### config.mk
export PLATFORM = sky130hd
export DESIGN_NAME = dcache_core
export DESIGN_NICKNAME = d
export VERILOG_FILES = /design/src/cache_pkg.sv /design/src/mem_access_pkg.sv /design/src/dcache_core.sv
export VERILOG_INCLUDE_DIRS = /design/src
export SDC_FILE = /design/constraint.sdc
export NUM_CORES = 2
export LEC_CHECK = 0
export BUFFER_PORTS_ARGS = -buffer_cell sky130_fd_sc_hd__buf_2
export CORE_MARGIN = 10
export CORE_UTILIZATION = 45
export CTS_CLUSTER_DIAMETER = 50
export DETAILED_ROUTE_END_ITERATION = 10
export SYNTH_ARGS = -nofsm -noshare
export SYNTH_HDL_FRONTEND = slang
export SYNTH_SLANG_ARGS = --single-unit
### constraint.sdc
create_clock -name clk -period 3.75 [get_ports clk]
set_clock_uncertainty 0.1 [all_clocks]
set_input_delay 0.1875 -clock clk [delete_from_list [all_inputs] [get_ports clk]]
set_output_delay 0.1875 -clock clk [all_outputs]
set_load 0.02 [all_outputs]
### src/mem_cfg.svh
// ~~~~~~~~~~~~~~~~~~~~~~~~~~~~~~~~~~~~~~~
// Sizes shared by RTL and testbench
// Assumes 32-bit words and power-of-two line and word counts
// ~~~~~~~~~~~~~~~~~~~~~~~~~~~~~~~~~~~~~~~
`ifndef MEM_CFG_SVH
`define MEM_CFG_SVH

`define MEM_ADDR_W   14   // Byte address width
`define MEM_DATA_W   32   // Word width
`define CACHE_LINES  16   // Direct mapped
`define LINE_WORDS   4    // Words per cache line

// Address fields derived from the sizes above
`define BYTE_OFF_W   2
`define LINE_OFF_W   $clog2(`LINE_WORDS)
`define LINE_IDX_W   $clog2(`CACHE_LINES)
`define CACHE_TAG_W  (`MEM_ADDR_W - `LINE_IDX_W - `LINE_OFF_W - `BYTE_OFF_W)
`define RAM_ADDR_W   (`MEM_ADDR_W - `BYTE_OFF_W)   // Word address into the RAM
`define RAM_WORDS    (1 << `RAM_ADDR_W)

`endif

### src/cache_pkg.sv
// ~~~~~~~~~~~~~~~~~~~~~~~~~~~~~~~~~~~~~~~
// Cache internal types and register map
// Valid bits live outside cache_line_t
// ~~~~~~~~~~~~~~~~~~~~~~~~~~~~~~~~~~~~~~~
`include "mem_cfg.svh"

package cache_pkg;

    // Tag on top of the data words like the address layout
    typedef struct packed {
        logic [`CACHE_TAG_W-1:0]                 tag;
        logic [`LINE_WORDS-1:0][`MEM_DATA_W-1:0] data;  // Word 0 in the low bits
    } cache_line_t;

    typedef enum logic [1:0] {
        ST_IDLE    = 2'd0,
        ST_FILL    = 2'd1,   // Line fill or single bypass read
        ST_RESPOND = 2'd2
    } fill_state_e;

    // Register addresses on the config port
    typedef enum logic [1:0] {
        REG_CTRL       = 2'd0,
        REG_HIT_COUNT  = 2'd1,
        REG_MISS_COUNT = 2'd2
    } cfg_reg_e;

    typedef struct packed {
        logic enable;      // Level
        logic invalidate;  // Single cycle pulse
    } cache_ctl_t;

    // One pulse per accepted read with the cache enabled
    typedef struct packed {
        logic hit;
        logic miss;
    } cache_evt_t;

endpackage

### src/mem_access_pkg.sv
// ~~~~~~~~~~~~~~~~~~~~~~~~~~~~~~~~~~~~~~~
// Processor side request and response types
// Sub-word loads return the full aligned word
// ~~~~~~~~~~~~~~~~~~~~~~~~~~~~~~~~~~~~~~~
`include "mem_cfg.svh"

package mem_access_pkg;

    // Access width of a load or store
    typedef enum logic [1:0] {
        SIZE_BYTE = 2'd0,
        SIZE_HALF = 2'd1,
        SIZE_WORD = 2'd2
    } access_size_e;

    // One strobe per request, only while ready is high
    typedef struct packed {
        logic                   valid;
        logic                   we;     // 1 for a store
        access_size_e           size;
        logic [`MEM_ADDR_W-1:0] addr;   // Byte address, naturally aligned
        logic [`MEM_DATA_W-1:0] wdata;  // Low bytes used for sub-word stores
    } mem_req_t;

    // Read data strobe, never raised for stores
    typedef struct packed {
        logic                   valid;
        logic [`MEM_DATA_W-1:0] rdata;
    } mem_rsp_t;

endpackage

### src/dcache_core.sv
// ~~~~~~~~~~~~~~~~~~~~~~~~~~~~~~~~~~~~~~~
// Direct mapped read cache with write through
// Strobe req only while ready is high and keep it aligned
// Write misses do not allocate
// ~~~~~~~~~~~~~~~~~~~~~~~~~~~~~~~~~~~~~~~
`timescale 1ns/100ps
`include "mem_cfg.svh"

module dcache_core (
    input  logic                     clk,
    input  logic                     rst_n,
    input  mem_access_pkg::mem_req_t req,
    input  cache_pkg::cache_ctl_t    ctl,
    input  logic [`MEM_DATA_W-1:0]   ram_rdata,
    output mem_access_pkg::mem_rsp_t rsp,
    output logic                     ready,
    output cache_pkg::cache_evt_t    evt,
    output logic [3:0]               ram_we,
    output logic [`RAM_ADDR_W-1:0]   ram_addr,
    output logic [`MEM_DATA_W-1:0]   ram_wdata
);
    import mem_access_pkg::*;
    import cache_pkg::*;

    logic [`CACHE_TAG_W-1:0] req_tag;
    logic [`LINE_IDX_W-1:0]  req_idx;
    logic [`LINE_OFF_W-1:0]  req_off;

    cache_line_t             lines [`CACHE_LINES];
    logic [`CACHE_LINES-1:0] valid;    // Separate flops for one cycle invalidate
    cache_line_t             cur_line;
    logic                    hit;
    logic                    accept;
    logic                    acc_rd;
    logic                    acc_wr;
    logic [3:0]              byte_en;
    logic [`MEM_DATA_W-1:0]  wdata_rep;

    fill_state_e                             state;
    logic [`CACHE_TAG_W-1:0]                 fill_tag;
    logic [`LINE_IDX_W-1:0]                  fill_idx;
    logic [`LINE_OFF_W-1:0]                  fill_off;   // Requested word
    logic                                    fill_bypass;
    logic [`LINE_OFF_W:0]                    fill_cnt;   // Top bit marks last capture
    logic [`LINE_OFF_W-1:0]                  cap_off;
    logic                                    fill_done;
    logic                                    fill_wr;
    logic [`LINE_WORDS-1:0][`MEM_DATA_W-1:0] line_buf;
    logic                                    hit_rsp_q;
    logic [`MEM_DATA_W-1:0]                  hit_data_q;

    // Lookup
    assign {req_tag, req_idx, req_off} = req.addr[`MEM_ADDR_W-1:`BYTE_OFF_W];
    assign cur_line = lines[req_idx];
    assign hit      = valid[req_idx] && (cur_line.tag == req_tag);

    assign ready  = (state != ST_FILL);  // Respond state takes new requests
    assign accept = req.valid && ready;
    assign acc_rd = accept && !req.we;
    assign acc_wr = accept && req.we;

    assign evt = '{hit: acc_rd && ctl.enable && hit, miss: acc_rd && ctl.enable && !hit};

    // Byte lanes and replicated store data
    always_comb begin
        case (req.size)
            SIZE_BYTE: begin
                byte_en   = 4'b0001 << req.addr[1:0];
                wdata_rep = {(`MEM_DATA_W/8){req.wdata[7:0]}};
            end
            SIZE_HALF: begin
                byte_en   = 4'b0011 << {req.addr[1], 1'b0};
                wdata_rep = {(`MEM_DATA_W/16){req.wdata[15:0]}};
            end
            SIZE_WORD: begin
                byte_en   = 4'b1111;
                wdata_rep = req.wdata;
            end
            default: begin
                byte_en   = 4'b0000;
                wdata_rep = req.wdata;
            end
        endcase
    end

    // RAM port. Request address outside a fill, so a bypass read starts at acceptance
    always_comb begin
        ram_we    = 4'b0000;
        ram_addr  = req.addr[`MEM_ADDR_W-1:`BYTE_OFF_W];
        ram_wdata = wdata_rep;
        if (state == ST_FILL)
            ram_addr = {fill_tag, fill_idx, fill_cnt[`LINE_OFF_W-1:0]};  // Words 0 to 3
        else if (acc_wr)
            ram_we = byte_en;
    end

    assign fill_done = fill_cnt[`LINE_OFF_W];
    assign fill_wr   = (state == ST_FILL) && fill_done && !fill_bypass;
    assign cap_off   = fill_cnt[`LINE_OFF_W-1:0] - 1'b1;  // Word issued last cycle

    // FSM
    always_ff @(posedge clk) begin
        if (!rst_n) begin
            state     <= ST_IDLE;
            fill_cnt  <= '0;
            hit_rsp_q <= 1'b0;
        end else begin
            hit_rsp_q <= acc_rd && ctl.enable && hit;
            case (state)
                ST_FILL: begin
                    fill_cnt <= fill_cnt + 1'b1;
                    if (fill_bypass || fill_done)
                        state <= ST_RESPOND;
                end
                default: begin  // Idle and respond accept alike
                    fill_cnt <= '0;
                    if (acc_rd && !(ctl.enable && hit))
                        state <= ST_FILL;
                    else
                        state <= ST_IDLE;
                end
            endcase
        end
    end

    // Request latch, line buffer and hit data
    always_ff @(posedge clk) begin
        if (acc_rd) begin
            fill_tag    <= req_tag;
            fill_idx    <= req_idx;
            fill_off    <= req_off;
            fill_bypass <= !ctl.enable;
        end
        hit_data_q <= cur_line.data[req_off];
        if (state == ST_FILL) begin
            if (fill_bypass)
                line_buf[fill_off] <= ram_rdata;
            else if (fill_cnt != '0)
                line_buf[cap_off] <= ram_rdata;
        end
    end

    // Tag and data arrays
    always_ff @(posedge clk) begin
        if (fill_wr) begin
            lines[fill_idx] <= {fill_tag, ram_rdata, line_buf[`LINE_WORDS-2:0]};  // Last word direct
        end else if (acc_wr && hit) begin
            for (int b = 0; b < `MEM_DATA_W / 8; b++) begin
                if (byte_en[b])
                    lines[req_idx].data[req_off][8*b +: 8] <= wdata_rep[8*b +: 8];
            end
        end
    end

    always_ff @(posedge clk) begin
        if (!rst_n)
            valid <= '0;
        else if (ctl.invalidate)
            valid <= '0;  // Wins over a finishing fill
        else if (fill_wr)
            valid[fill_idx] <= 1'b1;
    end

    // Response
    always_comb begin
        rsp.valid = hit_rsp_q || (state == ST_RESPOND);
        rsp.rdata = (state == ST_RESPOND) ? line_buf[fill_off] : hit_data_q;
    end

endmodule

==> impl_metrics.csv <==
group,metric,value,unit
timing,setup_viol,2,
job,maxCapViolations,0,
floorplanning,die_h,474,um
placed_design,dpl_cell_area,103000,um^2
power_and_ir_drop,p_switching,12000,uW
logic_synthesis,yosysUniqueCellTypes,52,
outcome,status,"finished, violations left",
timing,period_minus_slack,3.87,ns
timing,rsz0062_at_grt,"true",
timing,worst_pin_slew,1.06,ns
logic_synthesis,postSynthCellCount,4273,
logic_synthesis,synth.yosys.warnings,0,
logic_synthesis,synth_area_per_cell,21.7,um^2
critical_path,critPathRequiredTime,3.46,ns
logic_synthesis,synth_fp_nets,4364,
global_route,overflow,0,
logic_synthesis,synthTopCellsByArea,"edfxtp_1 74%, mux4_2 18%, nor2_1 1.5%, dfxtp_1 1.2%, mux2_2 0.86%",
critical_path,crit_type,"reg -> out",
cts,cts_max_path_buffers,4,
floorplanning,start_util,45.3,%
cts,root_buffer,"clkbuf_16",
power_and_ir_drop,seqPwrFrac,50.4,%
route,vias,48468,
floorplanning,die_area,225000,um^2
power_and_ir_drop,clkPwrFrac,44.3,%
timing,max_freq,259,MHz
critical_path,path_max_fanout,2,
final_layout,instances_no_fill,7964,
power_and_ir_drop,p_sw_share,21.2,%
critical_path,rrSetupSlack,0.04,ns
global_route,antenna_found_initial,12,
floorplanning,core_area,205000,um^2
cts,clkSinkCount,2339,
logic_synthesis,synthArstFlopShare,0,%
timing,finalHoldViolCount,0,
timing,setup_tns,-0.210,ns
power_and_ir_drop,max-vdd-ir-drop,0.000514,V
final_layout,drive_gt1_share,40.8,%
placed_design,dp_cells,7384,
placed_design,io_buffers,169,
critical_path,startpoint_type,"register",
power_and_ir_drop,power_density,497,nW/um^2
placed_design,hpwl,179000,um
route,via_per_inst,6.09,
cts,ctsHtreeMaxLevel,5,
route,dr.first_iter.drc_count,6326,
cts,cts-buffers-inserted,274,
floorplanning,core.rowCount,166,
global_route,grt_pass1_vias,47833,
logic_synthesis,yosysTopAreaCellShare,74.0,%
min_path,hp-class,"in -> reg",
logic_synthesis,synth-edff-count,2285,
logic_synthesis,yosysTopAreaCell,"edfxtp_1",
floorplanning,boundaryPins,170,
final_layout,fin_area,114000,um^2
power_and_ir_drop,p_leak,0.0364,uW
global_route,grt_pass1_wl,378000,um
cts,path_clk_slew,0.06,ns
critical_path,worstPathArrival,3.58,ns
global_route,gr-usage-all-layers,24.0,%
final_layout,layout.nets,5176,
route,firstDrtPassIters,6,
global_route,grt_max_degree,132,
floorplanning,die_w,474,um
final_layout,areaGrowthSynthToFinish,22.7,%
logic_synthesis,synth_seq_area_share,75.2,%
logic_synthesis,ys_ff_latch,2339,
route,drc,0,
power_and_ir_drop,power_frac_comb,5.3,%
placed_design,gp_congestion,0.831,
placed_design,dp_slack,-0.700,ns
route,wl_per_cell,34.5,um
timing,fin_ws,-0.116,ns
route,wl,275000,um
timing,period_share,103,%
logic_synthesis,syn-cell-area,92700,um^2
route,ant_nets,0,
timing,slew_headroom,29.6,%
cts,clk_latency,0.91,ns
logic_synthesis,synth_flop_cell,"edfxtp_1",
cts,cts_tree,"done",
outcome,violations,"setup timing",
power_and_ir_drop,p_int,44600,uW
timing,slew_viol_final,0,
final_layout,final_core_utilization,55.6,%
critical_path,worstSetupEndpointType,"output pin",
logic make-up (layout without fill, tap and decap cells):
logic type / count (synthesis) / in the layout / share of synthesized area (%)
flops: 2339 / 2339 / 75.2
buf+inv: 305 / 1301 / 1.45
other cells: 0 / 7 / 0
simple gates: 595 / 595 / 2.87
mux: 852 / 852 / 19.1
fa+ha+maj: 5 / 5 / 0.0675
xor+xnor: 7 / 7 / 0.0661
compound gates: 170 / 170 / 1.23
repair_timing:
action | CTS | global route
endpoints found under the hold margin | 667 | 4
resized for setup | 108 | 291
gates cloned | 0 | 13
pin swaps | 7 | 16
hold buffers | 60 | 1
endpoints found under the setup margin | 3933 | 3863
setup buffers | 8 | 37
layout by cell type, fill, tap and decap left out, drive strengths merged, types with 7 or more instances in the layout:
cell type / netlist / layout
nor2: 359 / 359
nand2b: 29 / 29
dfxtp: 54 / 54
clkinv: 2 / 75
nand2: 60 / 60
mux2: 91 / 91
o21a: 64 / 64
nor2b: 110 / 110
edfxtp: 2285 / 2285
a21oi: 21 / 21
inv: 37 / 49
clkbuf: 143 / 361
a31oi: 20 / 20
diode: 0 / 7
bufinv: 0 / 14
dlygate4sd3: 0 / 61
mux2i: 38 / 38
nor3: 14 / 14
mux4: 723 / 723
buf: 123 / 730
clkinvlp: 0 / 10
o21ai: 46 / 46
flip-flops by register name, indices dropped and copies added (netlist names):
register,cells
lines,2144
line_buf,128
hit_data_q,32
valid,16
fill_tag,6
fill_idx,4
fill_cnt,3
fill_off,2
state,2
fill_bypass,1
hit_rsp_q,1
path summary, 6_finish.rpt:
| check | start | endpoint | cells past startpoint |
|---|---|---|---|
| worst min-delay path | req[4] | lines[11][100] | 2 |
| worst min register to register | valid[12] | valid[12] | 2 |
| worst max-delay path | lines[3][129] | evt[0] | 7 |
| worst max register to register | lines[5][132] | lines[15][106] | 13 |
layer usage:
metal	wire length [um]	global-route usage (%)
met5	33	0
met4	11400	9.30
met3	24000	4.18
met2	132000	37.7
met1	107000	33.6
area by class of cell:
class,instances,area (um^2)
clock inverter,109,978
timing repair buffer,802,9310
inverter,39,146
clock buffer,351,7360
antenna,7,17.5
tap,2688,3360
multi-input combinational,1629,22900
sequential,2339,69700
fill,15183,91000
cells in the mapped netlist (3+ instances only):
master	number
o21ai_0	46
mux2_1	20
nand2_1	60
o22ai_1	4
ha_1	5
buf_2	55
a31oi_2	7
mux2_2	71
xnor2_1	5
mux2i_1	22
nor2_1	359
a211oi_1	5
a31oi_1	13
buf_1	41
a21oi_1	21
mux4_2	723
buf_4	20
o21a_1	64
nand2b_1	29
buf_6	6
mux2i_2	16
dfxtp_1	54
inv_1	37
and3_1	5
edfxtp_1	2285
nor3_1	14
nor2b_1	110
nor4_1	3
clkbuf_1	142
through the flow:
step           hold WS (ns)  power (uW)
6_report             0.0127       56500
5_1_grt             0.00306       58100
2_1_floorplan         0.186       30700
4_1_cts            0.000386       56800
3_5_place_dp          0.332       31900
3_3_place_gp          0.337       31900
critical path, cell delays in order, from the launching register on:
cell,delay [ns]
edfxtp_1,0.38
mux4_2,0.47
mux4_2,0.49
xnor2_2,0.18
and4_4,0.25
buf_6,0.13
nor4_4,0.49
buf_4,0.26
power groups by stage:
stage / clock, uW / sequential, uW / combinational, uW
floorplan: 0 / 29000 / 1680
global placement: 0 / 29100 / 2890
detailed placement: 0 / 29100 / 2890
CTS: 25400 / 28500 / 2970
global route: 26500 / 28500 / 3100
finish: 25100 / 28500 / 2980
No activity file was read; power rests on OpenSTA's default activity.
