==> config.mk <==
export PLATFORM = sky130hd
export DESIGN_NAME = cache_ctrl_regs
export DESIGN_NICKNAME = d
export VERILOG_FILES = /design/src/cache_pkg.sv /design/src/cache_ctrl_regs.sv
export VERILOG_INCLUDE_DIRS = /design/src
export SDC_FILE = /design/constraint.sdc
export NUM_CORES = 1
export LEC_CHECK = 0
export BUFFER_PORTS_ARGS = -buffer_cell sky130_fd_sc_hd__buf_2
export CAP_MARGIN = 25
export CORE_ASPECT_RATIO = 1.5
export CORE_MARGIN = 4
export CORE_UTILIZATION = 56
export DETAILED_ROUTE_END_ITERATION = 10
export GPL_ROUTABILITY_DRIVEN = 0
export PLACE_DENSITY_LB_ADDON = 0.25
export RECOVER_POWER = 50
export SYNTH_ARGS = -nofsm -noshare
export SYNTH_HDL_FRONTEND = slang
export SYNTH_SLANG_ARGS = --single-unit
export TNS_END_PERCENT = 1
==> constraint.sdc <==
create_clock -name clk -period 2.25 [get_ports clk]
set_input_delay 0.1125 -clock clk [delete_from_list [all_inputs] [get_ports clk]]
set_output_delay 0.1125 -clock clk [all_outputs]
set_load 0.005 [all_outputs]
==> src/mem_cfg.svh <==
// ~~~~~~~~~~~~~~~~~~~~~~~~~~~~~~~~~~~~~~~
// Sizes shared by RTL and testbench
// Assumes 32-bit words and power-of-two line and word counts
// ~~~~~~~~~~~~~~~~~~~~~~~~~~~~~~~~~~~~~~~
`ifndef MEM_CFG_SVH
`define MEM_CFG_SVH

`define MEM_ADDR_W   14   // Byte address width
`define MEM_DATA_W   32   // Word width
`define CACHE_LINES  16   // Direct mapped
`define LINE_WORDS   4    // Words per cache line

// Address fields derived from the sizes above
`define BYTE_OFF_W   2
`define LINE_OFF_W   $clog2(`LINE_WORDS)
`define LINE_IDX_W   $clog2(`CACHE_LINES)
`define CACHE_TAG_W  (`MEM_ADDR_W - `LINE_IDX_W - `LINE_OFF_W - `BYTE_OFF_W)
`define RAM_ADDR_W   (`MEM_ADDR_W - `BYTE_OFF_W)   // Word address into the RAM
`define RAM_WORDS    (1 << `RAM_ADDR_W)

`endif

==> src/cache_pkg.sv <==
// ~~~~~~~~~~~~~~~~~~~~~~~~~~~~~~~~~~~~~~~
// Cache internal types and register map
// Valid bits live outside cache_line_t
// ~~~~~~~~~~~~~~~~~~~~~~~~~~~~~~~~~~~~~~~
`include "mem_cfg.svh"

package cache_pkg;

    // Tag on top of the data words like the address layout
    typedef struct packed {
        logic [`CACHE_TAG_W-1:0]                 tag;
        logic [`LINE_WORDS-1:0][`MEM_DATA_W-1:0] data;  // Word 0 in the low bits
    } cache_line_t;

    typedef enum logic [1:0] {
        ST_IDLE    = 2'd0,
        ST_FILL    = 2'd1,   // Line fill or single bypass read
        ST_RESPOND = 2'd2
    } fill_state_e;

    // Register addresses on the config port
    typedef enum logic [1:0] {
        REG_CTRL       = 2'd0,
        REG_HIT_COUNT  = 2'd1,
        REG_MISS_COUNT = 2'd2
    } cfg_reg_e;

    typedef struct packed {
        logic enable;      // Level
        logic invalidate;  // Single cycle pulse
    } cache_ctl_t;

    // One pulse per accepted read with the cache enabled
    typedef struct packed {
        logic hit;
        logic miss;
    } cache_evt_t;

endpackage

==> src/cache_ctrl_regs.sv <==
// ~~~~~~~~~~~~~~~~~~~~~~~~~~~~~~~~~~~~~~~
// Cache control and hit or miss counters
// Counters saturate and clear on any ctrl write
// ~~~~~~~~~~~~~~~~~~~~~~~~~~~~~~~~~~~~~~~
`timescale 1ns/100ps
`include "mem_cfg.svh"

module cache_ctrl_regs (
    input  logic                   clk,
    input  logic                   rst_n,
    input  logic                   cfg_we,     // Single cycle strobe
    input  cache_pkg::cfg_reg_e    cfg_addr,
    input  logic [`MEM_DATA_W-1:0] cfg_wdata,
    input  cache_pkg::cache_evt_t  evt,
    output logic [`MEM_DATA_W-1:0] cfg_rdata,
    output cache_pkg::cache_ctl_t  ctl
);
    import cache_pkg::*;

    logic                   enable_q;
    logic                   inval_q;
    logic [`MEM_DATA_W-1:0] hit_cnt;
    logic [`MEM_DATA_W-1:0] miss_cnt;
    logic                   ctrl_wr;

    assign ctrl_wr = cfg_we && (cfg_addr == REG_CTRL);

    always_ff @(posedge clk) begin
        if (!rst_n) begin
            enable_q <= 1'b1;  // Cache on out of reset
            inval_q  <= 1'b0;
            hit_cnt  <= '0;
            miss_cnt <= '0;
        end else begin
            inval_q <= ctrl_wr && cfg_wdata[1];  // Self clearing
            if (ctrl_wr) begin
                enable_q <= cfg_wdata[0];
                hit_cnt  <= '0;
                miss_cnt <= '0;
            end else begin
                if (evt.hit && !(&hit_cnt))
                    hit_cnt <= hit_cnt + 1'b1;
                if (evt.miss && !(&miss_cnt))
                    miss_cnt <= miss_cnt + 1'b1;
            end
        end
    end

    assign ctl = '{enable: enable_q, invalidate: inval_q};

    // Register read back
    always_comb begin
        case (cfg_addr)
            REG_CTRL:       cfg_rdata = {{(`MEM_DATA_W-1){1'b0}}, enable_q};  // Bit 1 reads 0
            REG_HIT_COUNT:  cfg_rdata = hit_cnt;
            REG_MISS_COUNT: cfg_rdata = miss_cnt;
            default:        cfg_rdata = '0;
        endcase
    end

endmodule

==> results of run 1 <==
[final cells by class]
cell class | instances | share of cell area, %
Clock buffer | 14 | 3.55
Inverter | 6 | 0.524
Multi-Input combinational cell | 346 | 53.0
Sequential cell | 66 | 30.7
Tap cell | 76 | 2.21
Timing Repair Buffer | 72 | 9.95
[how the worst min path moves through the flow]
stage	cells after the start	end	slack, ns	start
after CTS	3	miss_cnt[1]	0.08	evt[0]
after floorplan	1	enable_q	0.17	rst_n
after global placement	2	enable_q	0.32	rst_n
after detailed placement	2	enable_q	0.32	rst_n
final	3	miss_cnt[1]	0.08	evt[0]
after global routing	3	miss_cnt[1]	0.08	evt[0]
[through the flow]
stage / setup slack (ns) / cells
global route: 0.00606 / 580
finish: 0.134 / 580
global placement: 0.212 / 563
floorplan: 0.337 / 442
detailed placement: 0.163 / 563
CTS: 0.133 / 580
[what timing repair did]
action / CTS / global route
hold buffers: 3 / 0
resized for setup: 0 / 0
setup endpoints to repair: 0 / 1
endpoints found under the hold margin: 2 / 0
[cells in the final DEF, fill, tap and decap left out, types with 6 or more instances in the layout]
cell type and instances:
dfxtp_1 66, nand2_1 35, nor2_1 34, a21oi_1 32, a22o_1 31, buf_2 25
buf_4 24, nand3_1 23, clkbuf_1 22, or4_1 19, xnor2_1 18, nand4_1 16
or3_1 15, o21ai_1 14, o31ai_1 12, and4_1 11, clkbuf_8 10, and3_1 7
nor3_1 7, xor2_1 7, and2_1 6, nor4_1 6, inv_1 6, o211ai_1 6
[sequential cells by signal, indices dropped and copies added, names as in the netlist]
register	cells
enable_q	1
hit_cnt	32
inval_q	1
miss_cnt	32
[critical path: stages, from the launching register on]
cell and delay, ns:
dfxtp_1 0.39, nand4_1 0.25, or4_1 0.57, buf_4 0.20, o2111ai_2 0.35, xor2_1 0.18, nor2_1 0.06
[cells in the mapped netlist, drive strengths merged]
cell type	n
nand2b	3
xor2	7
ha	2
inv	6
a31oi	3
o21a	2
o21ai	18
and4	11
nor2	34
mux2i	3
and2	6
xnor2	18
nand3	23
nor2b	3
a22o	31
clkbuf	17
or2	1
o311ai	1
buf	7
nand4	19
nor3	9
o31ai	15
nor3b	1
or3	15
o31a	1
nor4	7
nand2	35
a31o	1
a2111oi	3
a21oi	32
a311oi	5
or4	20
dfxtp	66
and3	7
o2111ai	3
o211ai	7
[logic make-up (layout without fill, tap and decap cells)]
group / count (synthesis) / count (layout) / share of synthesized area, %
XOR/XNOR: 25 / 25 / 5.86
multiplexers: 3 / 3 / 0.803
AO/OA/AOI/OAI: 122 / 122 / 24.1
adder cells (fa/ha/maj): 2 / 2 / 0.669
buffers and inverters: 30 / 92 / 3.61
flip-flops: 66 / 66 / 35.3
AND/OR/NAND/NOR: 194 / 194 / 29.6
[power groups by stage]
stage / Combinational, mW / Clock (mW) / Sequential (mW)
after CTS: 0.116 / 0.856 / 1.18
after floorplan: 0.0716 / 0 / 1.21
after detailed placement: 0.112 / 0 / 1.21
after global routing: 0.129 / 0.915 / 1.18
after global placement: 0.110 / 0 / 1.21
final: 0.115 / 0.849 / 1.18
[layer usage]
| layer | routed length, µm | vias to the layer above |
|---|---|---|
| met3 | 482 | 21 |
| met2 | 5390 | 94 |
| met1 | 3950 | 1774 |
| met4 | 298 | 0 |
| met5 | 0 | - |
| li1 | - | 1812 |
==> summary.md, run 1 <==
| Metric | Value |
|---|---|
| Global-route wire length before repair | 17.1 mm |
| Net Sw Power | 0.513 mW |
| Crit Path Category | reg2reg |
| Multi-input gate area | 2280 µm² |
| Worst EP required | 2.48 ns |
| Initial DRC Count | 306 |
| Gr ovfl total | 0 |
| Fin. max-slew vios | 0 |
| Width of the chip | 74.7 µm |
| FF-to-FF path depth | 6 |
| WL/cell | 17.5 µm |
| Worst slew margin | 43.1% |
| Drt drc | 0 |
| Clock power share | 39.5% |
| Crit path max fanout | 8 |
| Clock-pin slew of the registers on the worst-case setup and hold paths | 0.07 ns |
| Num Clock Sinks | 66 |
| Sequential Power Share | 55.1% |
| End of the critical path | miss_cnt[23] |
| Antenna violations before repair | 0 |
| Synth top area share | 35.3% |
| Post-CTS Setup Bufs | 0 |
| Root Driver | clkbuf_8 |
| Final Cell Area | 4300 µm² |
| Met2 global-route usage | 46.3% |
| Tot GR Track Use | 27.4% |
| CTS max path bufs | 2 |
| Layout Utilization | 66.3% |
| Leak | 1.46 nW |
| R2R Setup Slk | 0.13 ns |
| Sequential fraction of the synthesis area | 35.3% |
| Arrival time at the worst endpoint | 2.35 ns |
| Min cycle time layout | 2.12 ns |
| Layout cells sized above 1 | 15.3% |
| Distinct cells, synth | 48 |
| CORE AREA | 6490 µm² |
| Sw Ratio | 23.9% |
| Final Hold Viols | 0 |
| IO Pins | 73 |
| Vias in the first global route | 3537 |
| Int Pwr | 1.63 mW |
| Total CTS buffers | 9 |
| DP HPWL | 7.62 mm |
| Total area of sequential cells | 1320 µm² |
| Status | finished, final reports clean |
| First drt pass iteration count | 4 |
| Crit. End Element | flop |
| Total Power | 2.15 mW |
| Hold Slack | 0.0796 ns |
| Syn_nets | 483 |
| Area contributors post-synth | dfxtp_1, a22o_1, a21oi_1 |
| Startpoint types | flop |
| Met1 GRT Util | 33.0% |
| Routed Antenna Nets | 0 |
| Comb power frac | 5.3% |
| Htree depth | 3 |
| Vias | 3701 |
| DRT Wirelength | 10.1 mm |
| Worst hold path class | in2reg |
| Max Clock Skew | 0.00561 ns |
| Synthesized cell area | 3740 µm² |
| Layout fillers | 585 |
| Synth Area per Inst | 8.46 µm² |
| CTS tree | done |
| Maximum vdd drop | 0.551 mV |
| Num rows | 36 |
| Die Y | 108 µm |
| Largest net degree at the start of global routing | 33 |
| Layout Nets | 542 |
| TNS Setup | 0 ns |
| Vias per cell | 6.38 |
| Synth Instances | 442 |
| GR Layer Usage met3 | 5.02% |
| RSZ-0062 raised after global routing | no |
| R2R Path End | miss_cnt[23] |
| Yosys warns | 0 |
| IO Port Bufs | 42 |
| Area growth from synthesis to layout | 15.0% |
| Power Dens Cells | 499 nW/µm² |
| Number of synthesized register bits | 66 |
| Max cap viols | 0 |
| Initial Utilization | 57.6% |
| Start point of the critical path | miss_cnt[19] |
| Die area | 8070 µm² |
| Slew @ Worst Pin | 0.852 ns |
| Reg2reg start | miss_cnt[19] |
| Number of diodes | 0 |
| Largest area contributor in the netlist | dfxtp_1 |
| Setup violations, final | 0 |
| Clk_lat worst skew | 0.35 ns |
| GRT Max-Usage Layer | met2 |
| Peak Freq | 473 MHz |
| Placement Cell Area | 4150 µm² |
| Period Utilization, post-route | 94.1% |
Note: power is estimated with default switching activity, not from simulation.
==> run 2, diff against run 1 <==
GPL_TIMING_DRIVEN = 0   (was default)
==> summary.md, run 2 (synthesis gave the netlist of run 1 again) <==
| Metric | Value |
|---|---|
| First drt pass iteration count | 5 |
| Gr ovfl total | 0 |
| Min cycle time layout | 2.16 ns |
| Slew @ Worst Pin | 0.707 ns |
| Area growth from synthesis to layout | 16.2% |
| Final Cell Area | 4340 µm² |
| Largest net degree at the start of global routing | 11 |
| Setup ws final | 0.0913 ns |
| Period Utilization, post-route | 95.9% |
| Htree depth | 3 |
| Setup violations, final | 0 |
| Clock power share | 42.9% |
| Crit path max fanout | 10 |
| Sw Ratio | 23.9% |
| CORE AREA | 6490 µm² |
| Met1 GRT Util | 34.3% |
| Num rows | 36 |
| Clock-pin slew of the registers on the worst-case setup and hold paths | 0.07 ns |
| Initial DRC Count | 481 |
| Arrival time at the worst endpoint | 2.43 ns |
| GR Layer Usage met3 | 4.93% |
| Routed Antenna Nets | 0 |
| Tot GR Track Use | 28.0% |
| Largest regs | hit_cnt: 32 flops, miss_cnt: 32 flops |
| Power Dens Cells | 528 nW/µm² |
| Drt drc | 0 |
| Layout Nets | 540 |
| WL/cell | 18.9 µm |
| Comb power frac | 5.3% |
| Maximum vdd drop | 0.467 mV |
| Startpoint types | flop |
| DP HPWL | 8.05 mm |
| Final Hold Viols | 0 |
| CTS tree | done |
| Total CTS buffers | 9 |
| Commonest non-fill, non-tap cell in the layout | dfxtp_1 |
| Crit. End Element | flop |
| IO Port Bufs | 41 |
| Number of diodes | 0 |
| Layout cells sized above 1 | 14.3% |
| Vias | 3808 |
| Clk_lat worst skew | 0.35 ns |
| Inst Count DP | 559 |
| Antenna violations before repair | 0 |
| DRT Wirelength | 11.0 mm |
| Leak | 1.43 nW |
| Vias per cell | 6.58 |
| Width of the chip | 74.7 µm |
| Vias in the first global route | 3504 |
| Max cap viols | 0 |
| Global-route wire length before repair | 17.4 mm |
| Max Clock Skew | 0.00829 ns |
| Peak Freq | 463 MHz |
| Worst hold path class | in2reg |
| Die area | 8070 µm² |
| Num Clock Sinks | 66 |
| Placement Setup Slack | -0.0408 ns |
| Fin. max-slew vios | 0 |
| Status | finished, final reports clean |
| TNS Setup | 0 ns |
| Fin cells | 579 |
| Net Sw Power | 0.547 mW |
| Total Power | 2.29 mW |
| Worst slew margin | 52.9% |
| Placement Cell Area | 4040 µm² |
| Sequential Power Share | 51.8% |
| IO Pins | 73 |
| Root Driver | clkbuf_8 |
| CTS max path bufs | 2 |
| Worst EP required | 2.52 ns |
| Met2 global-route usage | 46.6% |
| Commonest non-fill, non-tap cells in the layout | dfxtp_1, clkbuf_1, nand2_1, nor2_1, a21oi_1 |
| Int Pwr | 1.75 mW |
| Die Y | 108 µm |
| Initial Utilization | 57.6% |
| Crit Path Category | reg2reg |
| GRT Max-Usage Layer | met2 |
run 2: cell count changes in the layout (fill, tap and decap cells not counted), sizes merged:
cell    before  now
buf         50   29
bufinv       0    1
clkbuf      33   50
clkinv       0    2
run 2: final cells by class:
cell class	instances	area (µm²)
repair buffers	46	226
flip-flops and latches	66	1340
inverters	6	22.5
plain buffers	24	123
clock buffers	12	145
fillers	576	2140
well taps	76	95.1
multi-input cells	346	2360
clock inverters	3	40.0
run 2: stage by stage:
step / hold slack (ns) / utilization [%]
detailed placement: 0.322 / 62.3
floorplan: 0.174 / -
CTS: 0.0803 / 65.6
global route: 0.0975 / 67.0
global placement: 0.311 / 62.3
finish: 0.0884 / 67.0
run 2: power groups by stage:
stage / Combinational [mW] / Clock (mW) / Sequential, mW
after floorplan: 0.0716 / 0 / 1.21
after global placement: 0.112 / 0 / 1.21
after detailed placement: 0.114 / 0 / 1.21
after CTS: 0.118 / 0.990 / 1.18
after global routing: 0.132 / 1.05 / 1.19
final: 0.122 / 0.983 / 1.19
run 2: final timing paths:
| kind | startpoint | depth (start not counted) | slack, ns | to |
|---|---|---|---|---|
| min reg2reg | hit_cnt[31] | 2 | 0.50 | hit_cnt[31] |
| min | evt[0] | 3 | 0.09 | miss_cnt[1] |
| max reg2reg | hit_cnt[12] | 7 | 0.09 | hit_cnt[23] |
| max | hit_cnt[12] | 7 | 0.09 | hit_cnt[23] |
run 2: critical path, cell delays in order, from the launching register on:
cell and delay (ns):
dfxtp_1 0.45, nand4_4 0.19, or4_4 0.63, o31ai_4 0.24, buf_6 0.19, buf_6 0.16
o31ai_1 0.08, a21oi_1 0.14
run 2: timing repair:
item	CTS	global route
hold buffers	3	0
buffers inserted	0	2
endpoints found under the hold margin	2	0
setup endpoints to repair	0	39
resized for setup	0	26
run 2: metal layers:
metal  up-vias  share of wire, %
met1      1793                38
li1       1825                 -
met3        34               6.2
met2       156                52
met4         0               3.4
met5         -                 0
==> run 3, diff against run 2 <==
--- a/config.mk
+++ b/config.mk
@@ -12,3 +12,3 @@
 export CORE_MARGIN = 4
-export CORE_UTILIZATION = 56
+export CORE_UTILIZATION = 60
 export DETAILED_ROUTE_END_ITERATION = 10
==> constraint.sdc (replaced) <==
create_clock -name clk -period 2.5 [get_ports clk]
set_input_delay 0.5 -clock clk [delete_from_list [all_inputs] [get_ports clk]]
set_output_delay 0.5 -clock clk [all_outputs]
set_load 0.005 [all_outputs]
==> summary.md, run 3 (synthesis gave the netlist of run 1 again) <==
| Metric | Value |
|---|---|
| Status | finished, final reports clean |
| CTS max path bufs | 2 |
| Tot GR Track Use | 28.5% |
| Layout cells sized above 1 | 12.2% |
| Largest regs | hit_cnt: 32 flops, miss_cnt: 32 flops |
| Most used cell, CP | or4_1 |
| Worst slew margin | 55.5% |
| Placement Setup Slack | -0.0391 ns |
| Routed Antenna Nets | 0 |
| IO Pins | 73 |
| Area growth from synthesis to layout | 12.2% |
| Max cap viols | 0 |
| Root Driver | clkbuf_8 |
| RSZ-0062 raised after global routing | no |
| IO Port Bufs | 41 |
| Width of the chip | 72.5 µm |
| Crit path max fanout | 8 |
| Slowest CP cell | or4_1 |
| Placement Cell Area | 4040 µm² |
| Post-CTS Setup Bufs | 0 |
| Worst EP required | 2.70 ns |
| Crit path buffers/inverters | 1 |
| Final Cell Area | 4200 µm² |
| WL/cell | 18.1 µm |
| Total CTS buffers | 9 |
| Vias in the first global route | 3667 |
| Commonest non-fill, non-tap cell in the layout | dfxtp_1 |
| Num Clock Sinks | 66 |
| Drt drc | 0 |
| Worst hold path class | in2reg |
| Die Y | 105 µm |
| Arrival time at the worst endpoint | 2.51 ns |
| Hold path start | rst_n |
| Crit. End Element | flop |
| Peak Freq | 432 MHz |
| Period Utilization, post-route | 92.6% |
| Layout Nets | 535 |
| Die area | 7580 µm² |
| Commonest non-fill, non-tap cells in the layout | dfxtp_1, nand2_1, nor2_1, clkbuf_1, a21oi_1 |
| Gr ovfl total | 0 |
| Slew @ Worst Pin | 0.667 ns |
| Start point of the critical path | miss_cnt[17] |
| CORE AREA | 6090 µm² |
| Setup ws final | 0.185 ns |
| Largest net degree at the start of global routing | 11 |
| Clk_lat worst skew | 0.34 ns |
| Startpoint types | flop |
| Peak per-stage delay on the critical path | 0.58 ns |
| Clock-pin slew of the registers on the worst-case setup and hold paths | 0.07 ns |
| First drt pass iteration count | 5 |
| DP HPWL | 7.80 mm |
| Vias | 3785 |
| Setup violations, final | 0 |
| Global-route wire length before repair | 17.3 mm |
| Leak | 1.39 nW |
| Final Hold Viols | 0 |
| Number of diodes | 0 |
| Crit Path Category | reg2reg |
| CTS tree | done |
| Max Clock Skew | 0.00818 ns |
| Initial Utilization | 61.4% |
| Num rows | 35 |
| Antenna violations before repair | 0 |
| CP delay by family, top | simple AND/OR/NAND/NOR gates |
| Fin. max-slew vios | 0 |
| Vias per cell | 6.62 |
| Reg2reg start | miss_cnt[17] |
| Htree depth | 3 |
| Initial DRC Count | 361 |
| Power Dens Cells | 471 nW/µm² |
| DRT Wirelength | 10.4 mm |
| Maximum vdd drop | 0.283 mV |
| Critical-path cell list | nand4_1 -> or4_1 -> clkbuf_2 -> o2111ai_2 -> or4_1 -> a21oi_1 |
| Min cycle time layout | 2.31 ns |
==> run 3: routing by layer <==
| metal | GRT usage, % | part of all wire (%) |
|---|---|---|
| met1 | 33.3 | 39 |
| met2 | 49.2 | 53 |
| met3 | 4.52 | 5.1 |
| met4 | 13.7 | 3.0 |
| met5 | 0 | 0 |
==> run 3: metrics by stage <==
| stage | utilization [%] | setup TNS [ns] | cells | total power [mW] | hold WS [ns] |
|---|---|---|---|---|---|
| after floorplan | - | 0 | 442 | 1.15 | 0.451 |
| after global placement | 66.3 | 0 | 557 | 1.19 | 0.473 |
| after detailed placement | 66.3 | -0.266 | 557 | 1.19 | 0.486 |
| after CTS | 69.1 | 0 | 572 | 1.98 | 0.339 |
| after global routing | 68.9 | 0 | 572 | 2.04 | 0.350 |
| final | 68.9 | 0 | 572 | 1.98 | 0.350 |
==> run 3: worst paths after layout <==
path                  end  slack, ns  cells after the start
max          miss_cnt[31]       0.19                      6
min reg2reg    hit_cnt[1]       0.50                      2
max reg2reg  miss_cnt[31]       0.19                      6
min              enable_q       0.35                      2
==> run 3: power breakdown <==
group          leakage (nW)  switching (mW)  internal, mW  total, mW
combinational         0.770          0.0733        0.0295      0.103
clock                0.0920           0.402         0.404      0.806
sequential            0.532         0.00931          1.06       1.07
total                  1.39           0.485          1.49       1.98
==> run 3: layout make-up <==
type                            count  area [µm²]
Buffer                             24         113
Clock buffer                       12         155
Clock inverter                      3        15.0
Fill cell                         517        1890
Inverter                            6        22.5
Multi-Input combinational cell    346        2290
Sequential cell                    66        1320
Tap cell                           74        92.6
Timing Repair Buffer               41         185
==> run 3: what timing repair did <==
item	CTS	global route
gates resized for setup	0	1
endpoints found under the setup margin	0	2
hold buffers	0	0
